File: src/verilog/mb128_proto_pkg.sv
`default_nettype none

package mb128_proto_pkg;

  // --------------------------------------------------
  // joypad protocol constants
  // --------------------------------------------------
  // train-up pattern the host shifts in lsb first
  localparam logic [7:0] SYNC_BYTE = 8'hA8;
  // bits that must be seen before a sync can match
  localparam int SYNC_MIN_BITS = 8;
  // clk_sys cycles between pad samples, minus one
  localparam logic [1:0] SAMPLE_DIV = 2'd2;

  // request field widths on the wire
  localparam int ADDR_BITS = 10;
  localparam int LEN_BITS_BITS = 3;
  localparam int LEN_BYTES_BITS = 17;

  // trailing host clocks before returning to idle
  localparam int TRAIL_READ = 3;
  localparam int TRAIL_WRITE = 5;

  // --------------------------------------------------
  // protocol engine states
  // --------------------------------------------------
  typedef enum logic [3:0] {
    IDLE, SYNC_ACK, IDENT, REQ, ADDR, LEN_BITS, LEN_BYTES,
    READ, READ_BITS, READ_TRAIL, WRITE, WRITE_BITS, WRITE_TRAIL
  } proto_state_e;

  // one pad sample
  // rise pulses for a single cycle, data and level hold until the next sample
  typedef struct packed {
    logic rise;
    logic data;
    logic level;
  } pad_sample_t;

endpackage

`default_nettype wire

File: src/verilog/spi_mem_pkg.sv
`default_nettype none

package spi_mem_pkg;

  // byte address into the serial memory
  // the 10-bit wire address lands in the top bits, so one step is 128 bytes
  localparam int MEM_ADDR_W = 17;
  // address field of the spi frame
  localparam int SPI_ADDR_W = 24;
  // command queue depth, also the number of credits
  localparam int SPI_CMD_DEPTH = 2;

  // --------------------------------------------------
  // serial memory opcodes
  // --------------------------------------------------
  typedef enum logic [7:0] {
    OP_WRITE = 8'h02,
    OP_READ  = 8'h03,
    OP_WREN  = 8'h06
  } spi_op_e;

  // command from the protocol engine
  typedef struct packed {
    spi_op_e               op;
    logic [MEM_ADDR_W-1:0] addr;
    logic [7:0]            wdata;
  } spi_cmd_t;

  // read data back to the protocol engine
  typedef struct packed {
    logic       valid;
    logic [7:0] rdata;
  } spi_rsp_t;

endpackage

`default_nettype wire

File: src/verilog/joypad_sampler.sv
`timescale 1ns/1ps
`default_nettype none

module joypad_sampler (
  input  wire                          i_clk_sys,
  input  wire                          i_reset_n,
  input  wire                          i_pad_clk,
  input  wire                          i_pad_data,
  output mb128_proto_pkg::pad_sample_t o_sample
);

  // sample rate divider
  logic [$bits(mb128_proto_pkg::SAMPLE_DIV)-1:0] div_cnt;

  always_ff @(posedge i_clk_sys)
  begin
    if (!i_reset_n)
    begin
      div_cnt  <= mb128_proto_pkg::SAMPLE_DIV;
      o_sample <= '0;
    end
    else
    begin
      // rise only lasts one cycle
      o_sample.rise <= 1'b0;
      if (div_cnt == '0)
      begin
        div_cnt        <= mb128_proto_pkg::SAMPLE_DIV;
        // level still holds the previous sample of the pad clock here
        o_sample.rise  <= i_pad_clk & ~o_sample.level;
        o_sample.level <= i_pad_clk;
        o_sample.data  <= i_pad_data;
      end
      else
        div_cnt <= div_cnt - 1'b1;
    end
  end

endmodule

`default_nettype wire

File: src/verilog/mb128_protocol.sv
`timescale 1ns/1ps
`default_nettype none

module mb128_protocol (
  input  wire                          i_clk_sys,
  input  wire                          i_reset_n,
  input  wire mb128_proto_pkg::pad_sample_t i_sample,
  output spi_mem_pkg::spi_cmd_t        o_cmd,
  output logic                         o_cmd_valid,
  input  wire                          i_credit,
  input  wire spi_mem_pkg::spi_rsp_t   i_rsp,
  output logic                         o_active,
  output logic                         o_data,
  output logic                         o_ident
);

  mb128_proto_pkg::proto_state_e state;
  logic [7:0] shreg;
  logic [4:0] bit_cnt;
  logic [4:0] trail_last;
  logic is_read;
  logic stop_active;
  logic [mb128_proto_pkg::ADDR_BITS-1:0] wire_addr;
  logic [mb128_proto_pkg::LEN_BITS_BITS-1:0] len_bits;
  logic [mb128_proto_pkg::LEN_BYTES_BITS-1:0] len_bytes, nbytes;
  logic [spi_mem_pkg::MEM_ADDR_W-1:0] cur_addr, base_addr;
  logic [7:0] sync_win, rd_byte, wr_byte, fetch_byte, merged_byte;
  logic [1:0] credits;
  // pending commands issued in order from slot 0
  spi_mem_pkg::spi_cmd_t pend_q [2];
  logic [1:0] pend_n;

  // shift registers as they look after the current bit
  assign sync_win  = {i_sample.data, shreg[7:1]};
  assign nbytes    = {i_sample.data, len_bytes[mb128_proto_pkg::LEN_BYTES_BITS-1:1]};
  assign base_addr = {i_sample.data, wire_addr[mb128_proto_pkg::ADDR_BITS-1:1],
                      {(spi_mem_pkg::MEM_ADDR_W - mb128_proto_pkg::ADDR_BITS){1'b0}}};
  assign trail_last = is_read ? 5'(mb128_proto_pkg::TRAIL_READ - 1) :
                                5'(mb128_proto_pkg::TRAIL_WRITE - 1);

  // fetched byte with the current host bit dropped in
  always_comb
  begin
    merged_byte = fetch_byte;
    merged_byte[bit_cnt[2:0]] = i_sample.data;
  end

  assign o_cmd       = pend_q[0];
  assign o_cmd_valid = (pend_n != 2'd0) && (credits != 2'd0);

  // --------------------------------------------------
  // credit counter
  // --------------------------------------------------
  always_ff @(posedge i_clk_sys)
  begin
    if (!i_reset_n)
      credits <= 2'(spi_mem_pkg::SPI_CMD_DEPTH);
    else if (o_cmd_valid && !i_credit)
      credits <= credits - 2'd1;
    else if (i_credit && !o_cmd_valid)
      credits <= credits + 2'd1;
  end

  // --------------------------------------------------
  // protocol fsm
  // --------------------------------------------------
  always_ff @(posedge i_clk_sys)
  begin
    if (!i_reset_n)
    begin
      state       <= mb128_proto_pkg::IDLE;
      shreg       <= '0;
      bit_cnt     <= '0;
      is_read     <= 1'b0;
      stop_active <= 1'b0;
      wire_addr   <= '0;
      len_bits    <= '0;
      len_bytes   <= '0;
      cur_addr    <= '0;
      pend_n      <= 2'd0;
      o_active    <= 1'b0;
      o_data      <= 1'b0;
      o_ident     <= 1'b0;
    end
    else
    begin
      // head leaves as soon as a credit allows
      if (o_cmd_valid)
      begin
        pend_q[0] <= pend_q[1];
        pend_n    <= pend_n - 2'd1;
      end
      // active drops once the pad clock is seen low after the trail
      if (stop_active && !i_sample.level)
      begin
        o_active    <= 1'b0;
        stop_active <= 1'b0;
      end
      if (i_sample.rise)
      begin
        o_data  <= 1'b0;
        o_ident <= 1'b0;
        case (state)
          mb128_proto_pkg::IDLE:
          begin
            shreg <= sync_win;
            if (bit_cnt < 5'(mb128_proto_pkg::SYNC_MIN_BITS))
              bit_cnt <= bit_cnt + 5'd1;
            if (sync_win == mb128_proto_pkg::SYNC_BYTE &&
                bit_cnt >= 5'(mb128_proto_pkg::SYNC_MIN_BITS - 1))
            begin
              o_active    <= 1'b1;
              stop_active <= 1'b0;
              bit_cnt     <= '0;
              state       <= mb128_proto_pkg::SYNC_ACK;
            end
          end
          mb128_proto_pkg::SYNC_ACK:
            state <= mb128_proto_pkg::IDENT;
          mb128_proto_pkg::IDENT:
          begin
            // the host's own bit is echoed back as ident
            o_ident <= i_sample.data;
            state   <= mb128_proto_pkg::REQ;
          end
          mb128_proto_pkg::REQ:
          begin
            is_read   <= i_sample.data;
            wire_addr <= '0;
            len_bits  <= '0;
            len_bytes <= '0;
            state     <= mb128_proto_pkg::ADDR;
          end
          mb128_proto_pkg::ADDR:
          begin
            wire_addr <= base_addr[spi_mem_pkg::MEM_ADDR_W-1 -: mb128_proto_pkg::ADDR_BITS];
            bit_cnt   <= bit_cnt + 5'd1;
            if (bit_cnt == 5'(mb128_proto_pkg::ADDR_BITS - 1))
            begin
              bit_cnt  <= '0;
              state    <= mb128_proto_pkg::LEN_BITS;
              cur_addr <= base_addr;
              // reads prefetch the first byte right away
              if (is_read)
              begin
                pend_q[0] <= '{spi_mem_pkg::OP_READ, base_addr, 8'h00};
                pend_n    <= 2'd1;
                cur_addr  <= base_addr + 1'b1;
              end
            end
          end
          mb128_proto_pkg::LEN_BITS:
          begin
            len_bits <= {i_sample.data, len_bits[mb128_proto_pkg::LEN_BITS_BITS-1:1]};
            bit_cnt  <= bit_cnt + 5'd1;
            if (bit_cnt == 5'(mb128_proto_pkg::LEN_BITS_BITS - 1))
            begin
              bit_cnt <= '0;
              state   <= mb128_proto_pkg::LEN_BYTES;
            end
          end
          mb128_proto_pkg::LEN_BYTES:
          begin
            len_bytes <= nbytes;
            bit_cnt   <= bit_cnt + 5'd1;
            if (bit_cnt == 5'(mb128_proto_pkg::LEN_BYTES_BITS - 1))
            begin
              bit_cnt <= '0;
              o_data  <= is_read;
              // a partial write fetches the final byte so its upper bits survive
              if (!is_read && len_bits != '0)
              begin
                pend_q[0] <= '{spi_mem_pkg::OP_READ, cur_addr + nbytes, 8'h00};
                pend_n    <= 2'd1;
              end
              if (nbytes != '0)
                state <= is_read ? mb128_proto_pkg::READ : mb128_proto_pkg::WRITE;
              else if (len_bits != '0)
                state <= is_read ? mb128_proto_pkg::READ_BITS : mb128_proto_pkg::WRITE_BITS;
              else
                state <= is_read ? mb128_proto_pkg::READ_TRAIL : mb128_proto_pkg::WRITE_TRAIL;
            end
          end
          mb128_proto_pkg::READ:
          begin
            o_data  <= rd_byte[0];
            rd_byte <= {1'b0, rd_byte[7:1]};
            bit_cnt <= bit_cnt + 5'd1;
            if (bit_cnt == 5'd7)
            begin
              bit_cnt <= '0;
              if (len_bytes == 1 && len_bits == '0)
                state <= mb128_proto_pkg::READ_TRAIL;
              else
              begin
                // prefetch the next byte at the boundary
                pend_q[0] <= '{spi_mem_pkg::OP_READ, cur_addr, 8'h00};
                pend_n    <= 2'd1;
                cur_addr  <= cur_addr + 1'b1;
                if (len_bytes == 1)
                  state <= mb128_proto_pkg::READ_BITS;
                else
                  len_bytes <= len_bytes - 1'b1;
              end
            end
          end
          mb128_proto_pkg::READ_BITS:
          begin
            o_data  <= rd_byte[0];
            rd_byte <= {1'b0, rd_byte[7:1]};
            bit_cnt <= bit_cnt + 5'd1;
            if (bit_cnt[2:0] + 3'd1 == len_bits)
            begin
              bit_cnt <= '0;
              state   <= mb128_proto_pkg::READ_TRAIL;
            end
          end
          mb128_proto_pkg::WRITE:
          begin
            wr_byte[bit_cnt[2:0]] <= i_sample.data;
            bit_cnt <= bit_cnt + 5'd1;
            if (bit_cnt == 5'd7)
            begin
              bit_cnt <= '0;
              // the memory drops its write latch after each write
              pend_q[0] <= '{spi_mem_pkg::OP_WREN, '0, 8'h00};
              pend_q[1] <= '{spi_mem_pkg::OP_WRITE, cur_addr, {i_sample.data, wr_byte[6:0]}};
              pend_n    <= 2'd2;
              cur_addr  <= cur_addr + 1'b1;
              if (len_bytes != 1)
                len_bytes <= len_bytes - 1'b1;
              else if (len_bits != '0)
                state <= mb128_proto_pkg::WRITE_BITS;
              else
                state <= mb128_proto_pkg::WRITE_TRAIL;
            end
          end
          mb128_proto_pkg::WRITE_BITS:
          begin
            fetch_byte <= merged_byte;
            bit_cnt    <= bit_cnt + 5'd1;
            if (bit_cnt[2:0] + 3'd1 == len_bits)
            begin
              pend_q[0] <= '{spi_mem_pkg::OP_WREN, '0, 8'h00};
              pend_q[1] <= '{spi_mem_pkg::OP_WRITE, cur_addr, merged_byte};
              pend_n    <= 2'd2;
              bit_cnt   <= '0;
              state     <= mb128_proto_pkg::WRITE_TRAIL;
            end
          end
          mb128_proto_pkg::READ_TRAIL, mb128_proto_pkg::WRITE_TRAIL:
          begin
            bit_cnt <= bit_cnt + 5'd1;
            if (bit_cnt == trail_last)
            begin
              bit_cnt     <= '0;
              shreg       <= '0;
              stop_active <= 1'b1;
              state       <= mb128_proto_pkg::IDLE;
            end
          end
          default:
          begin
            bit_cnt     <= '0;
            stop_active <= 1'b1;
            state       <= mb128_proto_pkg::IDLE;
          end
        endcase
      end
      // read data lands after any shift of the same cycle
      if (i_rsp.valid)
      begin
        if (is_read)
          rd_byte <= i_rsp.rdata;
        else
          fetch_byte <= i_rsp.rdata;
      end
    end
  end

  // credits come back only for commands that were issued
  a_credit_max: assert property (@(posedge i_clk_sys) disable iff (!i_reset_n)
    credits <= 2'(spi_mem_pkg::SPI_CMD_DEPTH));
  // commands queued at one pad rise have all left before the next one
  a_queue_drained: assert property (@(posedge i_clk_sys) disable iff (!i_reset_n)
    i_sample.rise |-> pend_n == 2'd0);

endmodule

`default_nettype wire

File: src/verilog/spi_mem_master.sv
`timescale 1ns/1ps
`default_nettype none

module spi_mem_master (
  input  wire                        i_clk_sys,
  input  wire                        i_reset_n,
  input  wire spi_mem_pkg::spi_cmd_t i_cmd,
  input  wire                        i_cmd_valid,
  output logic                       o_credit,
  output spi_mem_pkg::spi_rsp_t      o_rsp,
  output logic                       o_sp_cs_n,
  output logic                       o_sp_clk,
  output logic                       o_sp_mosi,
  output logic                       o_sp_hold_n,
  input  wire                        i_sp_miso
);

  typedef enum logic {ENG_IDLE, ENG_BUSY} eng_state_e;

  // command queue
  spi_mem_pkg::spi_cmd_t fifo_q [spi_mem_pkg::SPI_CMD_DEPTH];
  spi_mem_pkg::spi_cmd_t head;
  logic wr_ptr, rd_ptr, pop;
  logic [1:0] fifo_cnt;

  // bit engine
  eng_state_e eng_state;
  spi_mem_pkg::spi_op_e cur_op;
  logic [1:0] phase;
  // opcode, address and data byte, msb first
  logic [spi_mem_pkg::SPI_ADDR_W+15:0] frame;
  logic [5:0] bits_left;
  logic [7:0] rx_byte;

  assign head = fifo_q[rd_ptr];
  // a new command only starts at a phase boundary
  assign pop = (eng_state == ENG_IDLE) && (phase == 2'd3) && (fifo_cnt != 2'd0);

  // --------------------------------------------------
  // two-entry fifo
  // --------------------------------------------------
  always_ff @(posedge i_clk_sys)
  begin
    if (i_cmd_valid)
      fifo_q[wr_ptr] <= i_cmd;
  end

  always_ff @(posedge i_clk_sys)
  begin
    if (!i_reset_n)
    begin
      wr_ptr   <= 1'b0;
      rd_ptr   <= 1'b0;
      fifo_cnt <= 2'd0;
    end
    else
    begin
      if (i_cmd_valid)
        wr_ptr <= ~wr_ptr;
      if (pop)
        rd_ptr <= ~rd_ptr;
      if (i_cmd_valid && !pop)
        fifo_cnt <= fifo_cnt + 2'd1;
      else if (pop && !i_cmd_valid)
        fifo_cnt <= fifo_cnt - 2'd1;
    end
  end

  // --------------------------------------------------
  // four-phase bit engine
  // --------------------------------------------------
  always_ff @(posedge i_clk_sys)
  begin
    if (!i_reset_n)
    begin
      eng_state   <= ENG_IDLE;
      phase       <= 2'd0;
      bits_left   <= 6'd0;
      o_credit    <= 1'b0;
      o_rsp       <= '0;
      o_sp_cs_n   <= 1'b1;
      o_sp_clk    <= 1'b0;
      o_sp_mosi   <= 1'b0;
      o_sp_hold_n <= 1'b0;
    end
    else
    begin
      phase       <= phase + 2'd1;
      o_credit    <= 1'b0;
      o_rsp.valid <= 1'b0;
      case (eng_state)
        ENG_IDLE:
          if (pop)
          begin
            cur_op    <= head.op;
            eng_state <= ENG_BUSY;
            // wren is opcode only
            if (head.op == spi_mem_pkg::OP_WREN)
            begin
              frame     <= {head.op, {(spi_mem_pkg::SPI_ADDR_W + 8){1'b0}}};
              bits_left <= 6'd8;
            end
            else
            begin
              frame <= {head.op,
                        {(spi_mem_pkg::SPI_ADDR_W - spi_mem_pkg::MEM_ADDR_W){1'b0}},
                        head.addr, head.wdata};
              bits_left <= 6'd40;
            end
          end
        default:
          case (phase)
            2'd0:
            begin
              // select held low for the whole command
              o_sp_cs_n   <= 1'b0;
              o_sp_hold_n <= 1'b1;
              o_sp_mosi   <= frame[spi_mem_pkg::SPI_ADDR_W+15];
              frame       <= {frame[spi_mem_pkg::SPI_ADDR_W+14:0], 1'b0};
            end
            2'd1:
              o_sp_clk <= 1'b1;
            2'd2:
            begin
              // only the last 8 bits matter for a read
              rx_byte   <= {rx_byte[6:0], i_sp_miso};
              bits_left <= bits_left - 6'd1;
            end
            default:
            begin
              o_sp_clk <= 1'b0;
              if (bits_left == 6'd0)
              begin
                o_sp_cs_n   <= 1'b1;
                o_sp_hold_n <= 1'b0;
                o_sp_mosi   <= 1'b0;
                o_credit    <= 1'b1;
                o_rsp.valid <= (cur_op == spi_mem_pkg::OP_READ);
                o_rsp.rdata <= rx_byte;
                eng_state   <= ENG_IDLE;
              end
            end
          endcase
      endcase
    end
  end

  // the sender's credit count must keep the queue from overflowing
  a_no_overflow: assert property (@(posedge i_clk_sys) disable iff (!i_reset_n)
    i_cmd_valid |-> fifo_cnt != 2'(spi_mem_pkg::SPI_CMD_DEPTH));

endmodule

`default_nettype wire

File: src/verilog/mb128_top.sv
`timescale 1ns/1ps
`default_nettype none

module mb128_top (
  input  wire  i_clk_sys,
  input  wire  i_reset_n,
  // joypad side
  input  wire  i_pad_clk,
  input  wire  i_pad_data,
  output logic o_active,
  output logic o_data,
  output logic o_ident,
  // serial memory side
  output logic o_sp_cs_n,
  output logic o_sp_clk,
  output logic o_sp_mosi,
  output logic o_sp_hold_n,
  input  wire  i_sp_miso
);

  mb128_proto_pkg::pad_sample_t sample;
  spi_mem_pkg::spi_cmd_t cmd;
  spi_mem_pkg::spi_rsp_t rsp;
  logic cmd_valid;
  logic credit;

  joypad_sampler u_sampler (
    .i_clk_sys (i_clk_sys),
    .i_reset_n (i_reset_n),
    .i_pad_clk (i_pad_clk),
    .i_pad_data(i_pad_data),
    .o_sample  (sample)
  );

  mb128_protocol u_protocol (
    .i_clk_sys  (i_clk_sys),
    .i_reset_n  (i_reset_n),
    .i_sample   (sample),
    .o_cmd      (cmd),
    .o_cmd_valid(cmd_valid),
    .i_credit   (credit),
    .i_rsp      (rsp),
    .o_active   (o_active),
    .o_data     (o_data),
    .o_ident    (o_ident)
  );

  spi_mem_master u_spi (
    .i_clk_sys  (i_clk_sys),
    .i_reset_n  (i_reset_n),
    .i_cmd      (cmd),
    .i_cmd_valid(cmd_valid),
    .o_credit   (credit),
    .o_rsp      (rsp),
    .o_sp_cs_n  (o_sp_cs_n),
    .o_sp_clk   (o_sp_clk),
    .o_sp_mosi  (o_sp_mosi),
    .o_sp_hold_n(o_sp_hold_n),
    .i_sp_miso  (i_sp_miso)
  );

endmodule

`default_nettype wire

File: config.mk
export PLATFORM = sky130hd
export DESIGN_NAME = mb128_top
export DESIGN_NICKNAME = d
export VERILOG_FILES = /design/src/verilog/mb128_proto_pkg.sv /design/src/verilog/spi_mem_pkg.sv /design/src/verilog/joypad_sampler.sv /design/src/verilog/mb128_protocol.sv /design/src/verilog/spi_mem_master.sv /design/src/verilog/mb128_top.sv
export SDC_FILE = /design/constraint.sdc
export NUM_CORES = 1
export LEC_CHECK = 0
export BUFFER_PORTS_ARGS = -buffer_cell sky130_fd_sc_hd__buf_2
export CORE_AREA = 3 3 171 173
export CTS_CLUSTER_DIAMETER = 30
export DETAILED_ROUTE_END_ITERATION = 8
export DIE_AREA = 0 0 174 176
export GPL_ROUTABILITY_DRIVEN = 0
export GPL_TIMING_DRIVEN = 0
export PLACE_DENSITY = 0.78
export REMOVE_ABC_BUFFERS = 1
export SYNTH_ARGS = -nofsm -noshare
export SYNTH_HDL_FRONTEND = slang
export SYNTH_HIERARCHICAL = 1
export SYNTH_SLANG_ARGS = --single-unit
File: constraint.sdc
create_clock -name i_clk_sys -period 7.57 [get_ports i_clk_sys]
set_input_delay 1.1355 -clock i_clk_sys [delete_from_list [all_inputs] [get_ports i_clk_sys]]
set_output_delay 1.1355 -clock i_clk_sys [all_outputs]
set_load 0.05 [all_outputs]
==> results of run 1 <==
==> layout by cell type, fill, tap and decap left out, types with 18 or more instances in the layout <==
master     synthesis  routed
nand2_1          146     146
dfxtp_1          131     129
inv_1             31      31
ha_1              35      35
a21oi_1           69      68
clkbuf_16          0      57
a22oi_1           35      35
nor2_1           138     138
o21ai_0          109     108
edfxtp_1         170     170
xnor2_1           18      18
nor2b_1           27      26
nor3_1            31      31
and2_1            23      22
mux2i_1           67      67
nand3_1           23      23
==> cells by family after synthesis <==
family,count (synthesis),share of synthesized area
AOI/OAI and AO/OA,332,0.143
xor gates and xnor gates,36,0.0227
adders and majority gates,36,0.0313
buffers and inverters,145,0.0481
DFF,301,0.529
muxes,84,0.0595
other,2,0.000514
and+or+nand+nor,485,0.166
==> registers in the layout, indices dropped and copies added (netlist names), 2 cells and up, named ones only <==
register               count
u_spi/bits_left            6
u_spi/cur_op               8
u_protocol/bit_cnt         5
u_protocol/pend_n          2
u_sampler/div_cnt          2
u_spi/phase                2
u_protocol/state           4
u_protocol/credits         2
u_spi/o_rsp                9
u_protocol/wr_byte         7
u_protocol/pend_q         52
u_spi/frame               40
u_protocol/cur_addr       17
u_protocol/rd_byte         8
u_protocol/len_bits        3
u_spi/fifo_q              66
u_spi/fifo_cnt             2
u_spi/rx_byte              8
u_protocol/fetch_byte      8
u_protocol/wire_addr       9
u_protocol/len_bytes      17
u_sampler/o_sample         3
u_protocol/shreg           7
==> cell type report <==
type                            count  share of cell area
Sequential cell                   301               0.461
Clock inverter                     43              0.0309
Multi-Input combinational cell    979               0.373
Tap cell                          378              0.0282
Inverter                           33             0.00747
Timing Repair Buffer               18              0.0104
Clock buffer                       63              0.0883
==> metal layers <==
metal  up-vias  track usage  part of all wire
li1       5118            -                 -
met1      5187        0.266              0.43
met2       374        0.336              0.48
met3        76       0.0297             0.062
met4         0       0.0808             0.026
met5         -            0                 0
==> stage by stage <==
stage          setup WS, ps  cell area [µm²]  setup TNS [ps]
4_1_cts                2420            16700               0
5_1_grt                1980            16700               0
3_3_place_gp           -330            14600           -3310
3_5_place_dp           2250            14800               0
6_report               2410            16700               0
2_1_floorplan          2980            14000               0
==> path summary, 6_finish.rpt <==
path / end / slack, ps / cells past startpoint
max reg2reg: u_protocol/pend_q[0][24] / 2410 / 10
min: u_sampler/div_cnt[0] / 420 / 1
max: u_protocol/pend_q[0][24] / 2410 / 10
min reg2reg: u_sampler/div_cnt[0] / 420 / 1
==> worst max-delay path: cells and delay by family (launching register included) <==
kind                     cells  cell delay [ps]
flip-flops                   1              760
AO/OA/AOI/OAI                1              230
buffers and inverters        2             1580
adder cells (fa/ha/maj)      1              400
AND/OR/NAND/NOR              5             1850
XOR/XNOR                     1              250
==> where the power goes <==
group / internal (mW) / total, mW / switching [mW]
logic: 0.162 / 0.372 / 0.211
registers: 1.94 / 2.05 / 0.109
clock network: 1.68 / 2.56 / 0.887
total: 3.78 / 4.99 / 1.21
==> results.cfg, run 1 <==
[global_route]
grt_pass1_wl_mm = 51.6
overflow = 0
grt_use_total = 0.201
grt_pass1_vias = 10500
antenna_found_initial = 0
grt_max_degree = 73

[worst_setup_path]
crit_arrival_ps = 5630
crit_required_ps = 8050
cp-end-kind = flop
reg2reg_from = u_protocol/bit_cnt[0]
crit_chain = inv_1 > ha_1 > xor2_1 > nor3_4 > and3_2 > nor2_1 > clkinv_1 > nor3_1 > nand3_1 > o31ai_1
cp_max_fo = 32
start_kind = flop
critPathMaxStageDelay_ps = 1270
critPathKind = reg2reg
startpoint = u_protocol/bit_cnt[0]
worst_path_max_delay_cell = clkinv_1

[synth]
synth_most_common_cell = edfxtp_1
ys_async_sr_fraction = 0
synth-warning-count = 6
syn_inst = 1421
ys.flop_type = edfxtp_1
yosysUniqueCellTypes = 84
synth-edff-count = 170
yosys_register_bits = 301
yosysTopAreaCell = edfxtp_1
syn_area_um2 = 14600
synth_top_area_frac = 0.349
synth.avg_cell_area_um2 = 10.3
synth_area_leaders = edfxtp_1 (35%), dfxtp_1 (18%), mux2i_1 (4.6%)
yosysSeqAreaShare = 0.529
synthTopCellsByCount = edfxtp_1 (170), nand2_1 (146), nor2_1 (138)

[clock_network]
htree_levels = 2
clk_path_buf_depth = 3
cts_setup_buffers = 0
clk_latency_ps = 570
postCtsResizedCells = 0
cts_buffers = 56
postCtsHoldBufs = 0
clock-sinks = 301
cts_tree = yes
cts-root-buf = clkbuf_16
clk_pin_slew_ps = 50

[timing]
final_max_slew_viol_count = 0
skew_ps = 22.5
tightestPinTransition_ps = 1340
setup_viol = 0
slew_headroom = 0.107
timing.fmax_mhz = 194
final.min_clock_period_ps = 5160
period_share = 0.681
rsz0062_at_grt = no
hold_viol = 0
hold-worst-slack_ps = 418

[layout]
seq_area_um2 = 7730
fill_cells = 2160
post-route-util = 0.603
stdcell_count = 1815
diodes = 0
areaGrowthSynthToFinish_pct = 14.7
multi_input_area_um2 = 6250
drive_above_1_share = 0.126
fin_nets = 1430

[route]
drc = 0
wl_mm = 31.2
drtIter0Drc = 969
antenna_left = 0
viasPerCell = 5.93
vias = 10800
wl_per_cell_um = 17.2
drt_pass1_iterations = 6

[hold_path]
min_path_type = reg2reg
worstHoldStart = u_sampler/div_cnt[0]

[floorplanning]
core_region_area_um2 = 27800
start_util = 0.526
die_x_um = 174
fp.dieH_um = 176
std_cell_rows = 61
die_area_um2 = 30600
io_pins = 12

[pwr]
finalPower_mw = 4.99
ir_worst_vdd_mv = 0.196
total_leakage_power_nw = 5.96
power.density_nw_per_um2 = 298

[place]
dp.cells = 1709
io_buffers = 11
dp_hpwl_mm = 19.6

[flow_run]
drv_cap = 0

[outcome]
status = finished, final reports clean
No activity file was read; power rests on OpenSTA's default activity.
==> run 2, diff against run 1 <==
--- a/config.mk
+++ b/config.mk
@@ -5,14 +5,15 @@
 export SDC_FILE = /design/constraint.sdc
 export NUM_CORES = 1
 export LEC_CHECK = 0
+export ABC_AREA = 1
 export BUFFER_PORTS_ARGS = -buffer_cell sky130_fd_sc_hd__buf_2
-export CORE_AREA = 3 3 171 173
+export CORE_AREA = 3 3 175 177
 export CTS_CLUSTER_DIAMETER = 30
 export DETAILED_ROUTE_END_ITERATION = 8
-export DIE_AREA = 0 0 174 176
+export DIE_AREA = 0 0 178 180
 export GPL_ROUTABILITY_DRIVEN = 0
 export GPL_TIMING_DRIVEN = 0
-export PLACE_DENSITY = 0.78
+export PLACE_DENSITY = 0.81
 export REMOVE_ABC_BUFFERS = 1
 export SYNTH_ARGS = -nofsm -noshare
 export SYNTH_HDL_FRONTEND = slang
==> constraint.sdc (replaced) <==
create_clock -name i_clk_sys -period 4.22 [get_ports i_clk_sys]
set_input_delay 0.633 -clock i_clk_sys [delete_from_list [all_inputs] [get_ports i_clk_sys]]
set_output_delay 0.633 -clock i_clk_sys [all_outputs]
set_load 0.05 [all_outputs]
==> run 2 against run 1 <==
Against the previous run: sequential share of layout area fell by 2.1 points; hold slack got worse by 190 ps; clock skew decreased by 1.7 ps; sequential power up 92%; clock-buffer cell count rose by 8; highest routed layer unchanged.
==> results.cfg, run 2 <==
[worst_setup_path]
start_kind = input pin
cp_max_fo = 60
crit_required_ps = 4730
crit_arrival_ps = 4240
crit_top_cell = nand2_4
worst_path_max_delay_cell = buf_2
crit_chain = buf_2 > nand2_1 > nor2_1 > nand3_1 > nand2_4 > nand2_4 > inv_6 > nand3_2 > a21oi_2
crit_family = simple AND/OR/NAND/NOR gates
critPathMaxStageDelay_ps = 930
critPathKind = in2reg
path_buf_inv = 2
cp-end-kind = flop

[timing]
timing.fmax_mhz = 268
hold_viol = 0
slew_headroom = 0.121
setup_viol = 0
hold-worst-slack_ps = 228
tightestPinTransition_ps = 1320
final.min_clock_period_ps = 3730
period_share = 0.884
final_max_slew_viol_count = 0
skew_ps = 20.8
layout_setup_ws_ps = 488
rsz0062_at_grt = no

[pwr]
finalPower_mw = 9.49
total_leakage_power_nw = 7.15
power.density_nw_per_um2 = 541
ir_worst_vdd_mv = 0.336

[synth]
yosys_register_bits = 301
yosysSeqAreaShare = 0.499
synth-warning-count = 6
yosysUniqueCellTypes = 60
synthTopCellsByCount = nand2_1 (426), inv_1 (223), edfxtp_1 (170)
ys.flop_type = edfxtp_1
synth_most_common_cell = nand2_1
synth.avg_cell_area_um2 = 8.50
syn_inst = 1821
ys_async_sr_fraction = 0
synth-edff-count = 170
yosysTopAreaCell = edfxtp_1
syn_area_um2 = 15500
synth_top_area_frac = 0.330
synth_area_leaders = edfxtp_1 (33%), dfxtp_1 (17%), nand2_1 (10%)

[clock_network]
cts_setup_buffers = 0
cts_tree = yes
cts-root-buf = clkbuf_16
postCtsHoldBufs = 0
clk_path_buf_depth = 3
clock-sinks = 301
htree_levels = 2
postCtsResizedCells = 1
clk_pin_slew_ps = 60
cts_buffers = 57
clk_latency_ps = 590

[layout]
post-route-util = 0.597
drive_above_1_share = 0.119
diodes = 0
fin_area_um2 = 17600
largest_reg_flops = 66
areaGrowthSynthToFinish_pct = 13.4
largestRegisters = u_spi/fifo_q (66), u_protocol/pend_q (52), u_spi/frame (40)
final_common_cell = nand2_1
layout_common_cells = nand2_1 (425), inv_1 (222), edfxtp_1 (170)
largest-register = u_spi/fifo_q
fin_nets = 1853

[route]
wl_per_cell_um = 15.2
highest_layer = met4
wl_met3_mm = 2.41
wl_met2_mm = 16.7
antenna_left = 0
drt_pass1_iterations = 6
wl_mm = 34.2
drtIter0Drc = 1020
drt-met1-wl_mm = 14.3
drc = 0
vias = 12200
viasPerCell = 5.42

[global_route]
grt_pass1_vias = 12100
grt_pass1_wl_mm = 56.8
grt_max_degree = 61
grt_use_total = 0.214
antenna_found_initial = 0
overflow = 0

[place]
io_buffers = 11
dp_slack_ps = -441
dp_hpwl_mm = 22.5
placed_cell_area_um2 = 15600

[floorplanning]
fp.dieH_um = 180
die_x_um = 178
io_pins = 12
die_area_um2 = 32000
start_util = 0.526
core_region_area_um2 = 29400
std_cell_rows = 63

[flow_run]
drv_cap = 0

[hold_path]
min_path_type = in2reg

[outcome]
status = finished, final reports clean
[run 2: cell count changes in the layout (fill, tap and decap cells not counted), moves of 14 or more]
cell | previous run | this run
nand2_1 | 146 | 425
a21oi_1 | 68 | 104
o21ai_2 | 1 | 19
inv_1 | 31 | 222
nor2_1 | 138 | 152
mux2_2 | 15 | 0
xnor2_1 | 18 | 4
nor2b_1 | 26 | 0
o22ai_1 | 6 | 27
mux2i_1 | 67 | 24
nand3_1 | 23 | 112
and2_1 | 22 | 1
a22oi_1 | 35 | 0
[run 2: logic make-up after synthesis]
| family | after synthesis | synth area share |
|---|---|---|
| and+or+nand+nor | 789 | 0.222 |
| buffers and inverters | 327 | 0.0959 |
| AOI/OAI and AO/OA | 316 | 0.122 |
| DFF | 301 | 0.499 |
| adders and majority gates | 36 | 0.0296 |
| xor gates and xnor gates | 26 | 0.0147 |
| muxes | 24 | 0.0155 |
| other | 2 | 0.000485 |
[run 2: per-stage QoR]
| stage | TNS (ps) | instances |
|---|---|---|
| 6_report | 0 | 2251 |
| 5_1_grt | 0 | 2251 |
| 4_1_cts | 0 | 2250 |
| 2_1_floorplan | -18570 | 1737 |
| 3_3_place_gp | -122280 | 2138 |
| 3_5_place_dp | -11360 | 2142 |
[run 2: path summary, 6_finish.rpt]
path,startpoint,endpoint,slack (ps),cells after the start
worst min-delay path,i_sp_miso,u_spi/rx_byte[0],230,1
worst max register to register,u_protocol/bit_cnt[0],u_protocol/pend_q[0][57],550,10
worst min register to register,u_sampler/div_cnt[0],u_sampler/div_cnt[0],410,1
worst max-delay path,i_reset_n,u_protocol/pend_q[0][15],490,9
[run 2: final cells by class]
type,instances,area (µm²)
clock buffers,71,1550
clock inverters,37,404
fillers,2404,11800
inverters,239,908
multi-input cells,1197,6310
flip-flops and latches,301,7730
well taps,390,488
repair buffers,16,163
[run 2: per-layer routing]
metal | vias to the layer above | GRT usage
li1 | 6014 | -
met1 | 5671 | 0.268
met2 | 441 | 0.368
met3 | 78 | 0.0454
met4 | 0 | 0.0679
met5 | - | 0
[run 2: report_power, final]
group	leakage, nW	switching, mW	internal (mW)
logic	3.58	0.682	0.420
registers	2.63	0.219	3.71
clock network	0.948	1.65	2.80
total	7.15	2.55	6.94
==> run 3, diff against run 2 <==
--- a/config.mk
+++ b/config.mk
@@ -13,7 +13,7 @@
 export DIE_AREA = 0 0 178 180
 export GPL_ROUTABILITY_DRIVEN = 0
 export GPL_TIMING_DRIVEN = 0
-export PLACE_DENSITY = 0.81
+export PLACE_DENSITY = 0.71
 export REMOVE_ABC_BUFFERS = 1
 export SYNTH_ARGS = -nofsm -noshare
 export SYNTH_HDL_FRONTEND = slang
==> run 3 against run 2 <==
Against the previous run: first-iteration DRC count decreased by 18%; cell count increased by 0.18%; flip-flop and latch count unchanged; utilization increased by 0.53 points; non-clock buffer count decreased by 1; global-route usage about the same; combinational power about the same; final area increased by 0.88%; sequential power about the same; largest power group unchanged.
==> results.cfg, run 3 (same netlist as run 2, synthesis figures left out) <==
[timing]
tightestPinTransition_ps = 1250
rsz0062_at_grt = no
timing.fmax_mhz = 271
final.min_clock_period_ps = 3700
setup_viol = 0
hold-worst-slack_ps = 254
period_share = 0.876
final_max_slew_viol_count = 0
setup-tns-final_ps = 0
slew_headroom = 0.163
layout_setup_ws_ps = 525
hold_viol = 0
skew_ps = 33.6

[flow_run]
drv_cap = 0

[layout]
diodes = 0
final_common_cell = nand2_1
largest-register = u_spi/fifo_q
largestRegisters = u_spi/fifo_q (66), u_protocol/pend_q (52), u_spi/frame (40)
largest_reg_flops = 66
fin_area_um2 = 17700
drive_above_1_share = 0.123
layout_common_cells = nand2_1 (425), inv_1 (223), edfxtp_1 (170)
stdcell_count = 2255
fin_nets = 1855
areaGrowthSynthToFinish_pct = 14.4
post-route-util = 0.602

[worst_setup_path]
reg2reg_from = u_protocol/bit_cnt[0]
critPathMaxStageDelay_ps = 600
crit_required_ps = 4410
crit_arrival_ps = 3880
cp_max_fo = 26
start_kind = flop
crit_top_cell = inv_1
cp-end-kind = flop
r2r-end = u_protocol/pend_q[0][36]
reg2reg_depth = 10
critPathKind = reg2reg
crit_chain = inv_1 > ha_1 > or2_2 > a21oi_1 > nand2_1 > nor2_1 > inv_1 > nor2_4 > inv_1 > nand2_2
r2r_slack_ps = 520
crit_family = simple AND/OR/NAND/NOR gates
path_buf_inv = 3
worst_path_max_delay_cell = nand2_2

[place]
dp_slack_ps = -568
dp.cells = 2141
placed_cell_area_um2 = 15500
dp_hpwl_mm = 22.7
io_buffers = 11

[route]
drt_pass1_iterations = 5
wl_per_cell_um = 15.2
drtIter0Drc = 834
vias = 12100
highest_layer = met4
antenna_left = 0
wl_mm = 34.2
drc = 0
wl_met3_mm = 1.93
drt-met1-wl_mm = 14.8
wl_met2_mm = 16.6
viasPerCell = 5.35

[global_route]
grt_max_degree = 61
grt_pass1_wl_mm = 57.1
grt_pass1_vias = 11900
grt_use_total = 0.214
overflow = 0
antenna_found_initial = 0

[floorplanning]
die_area_um2 = 32000
start_util = 0.526
core_region_area_um2 = 29400
io_pins = 12
fp.dieH_um = 180
die_x_um = 178
std_cell_rows = 63

[clock_network]
clk_latency_ps = 590
cts-root-buf = clkbuf_16
htree_levels = 2
cts_tree = yes
clk_path_buf_depth = 3
clock-sinks = 301
clk_pin_slew_ps = 40
postCtsHoldBufs = 0
cts_setup_buffers = 0
cts_buffers = 59

[hold_path]
min_path_type = in2reg
whs_endpoint = u_spi/rx_byte[0]
hold_depth = 1
worstHoldStart = i_sp_miso

[pwr]
p_clk_frac = 0.489
power.switching_mw = 2.49
swShare = 0.252
total_leakage_power_nw = 7.23
power.internal_mw = 7.38
finalPower_mw = 9.87
pwr-share-comb = 0.113
power.density_nw_per_um2 = 557
power_frac_seq = 0.398
ir_worst_vdd_mv = 0.343

[outcome]
status = finished, final reports clean
run 3: changes by cell type in the layout (fill, tap and decap cells not counted), moves of 4 or more:
| cell | change |
|---|---|
| bufinv_16 | +6 |
| clkbuf_8 | +5 |
| clkinv_2 | +5 |
| clkinvlp_4 | +4 |
| inv_6 | -7 |
run 3: power groups by stage:
| stage | combinational (mW) | clock [mW] | sequential [mW] |
|---|---|---|---|
| detailed placement | 1.09 | 0 | 3.98 |
| CTS | 1.11 | 4.90 | 3.94 |
| global placement | 0.996 | 0 | 3.97 |
| floorplan | 0.817 | 0 | 3.92 |
| global route | 1.26 | 5.06 | 3.98 |
| finish | 1.11 | 4.83 | 3.93 |
run 3: area by class of cell:
| class | instances | area (µm²) |
|---|---|---|
| clock inverter | 38 | 488 |
| tap | 390 | 488 |
| inverter | 239 | 908 |
| timing repair buffer | 15 | 145 |
| multi-input combinational | 1198 | 6320 |
| fill | 2514 | 11700 |
| clock buffer | 74 | 1630 |
| sequential | 301 | 7730 |
run 3: worst reg2reg max path, stage by stage, from the launching register on:
cell and delay, ps:
dfxtp_1 520, inv_1 230, ha_1 380, or2_2 290, a21oi_1 130, nand2_1 120
nor2_1 140, inv_1 140, nor2_4 410, inv_1 360, nand2_2 600
run 3: how the worst max path moves through the flow:
stage | from | cells after the start | slack (ps) | endpoint
6_report | u_protocol/bit_cnt[0] | 10 | 520 | u_protocol/pend_q[0][36]
4_1_cts | u_protocol/bit_cnt[0] | 10 | 160 | u_protocol/pend_q[0][35]
2_1_floorplan | u_spi/eng_state | 2 | -460 | u_spi/frame[0]
3_5_place_dp | i_reset_n | 5 | -570 | u_protocol/pend_q[0][41]
5_1_grt | u_protocol/bit_cnt[0] | 10 | 310 | u_protocol/pend_q[0][50]
3_3_place_gp | i_reset_n | 3 | -2510 | u_spi/frame[10]
run 3: metal layers:
| metal | up-vias | global-route usage |
|---|---|---|
| met5 | - | 0 |
| met4 | 0 | 0.0710 |
| met3 | 68 | 0.0372 |
| met2 | 300 | 0.357 |
| met1 | 5656 | 0.282 |
| li1 | 6032 | - |
run 3: timing repair:
action                                  4_1_cts  5_1_grt
pin swaps                                     0        1
cloned                                        0        1
resized for setup                             1        1
endpoints found under the setup margin       26       26
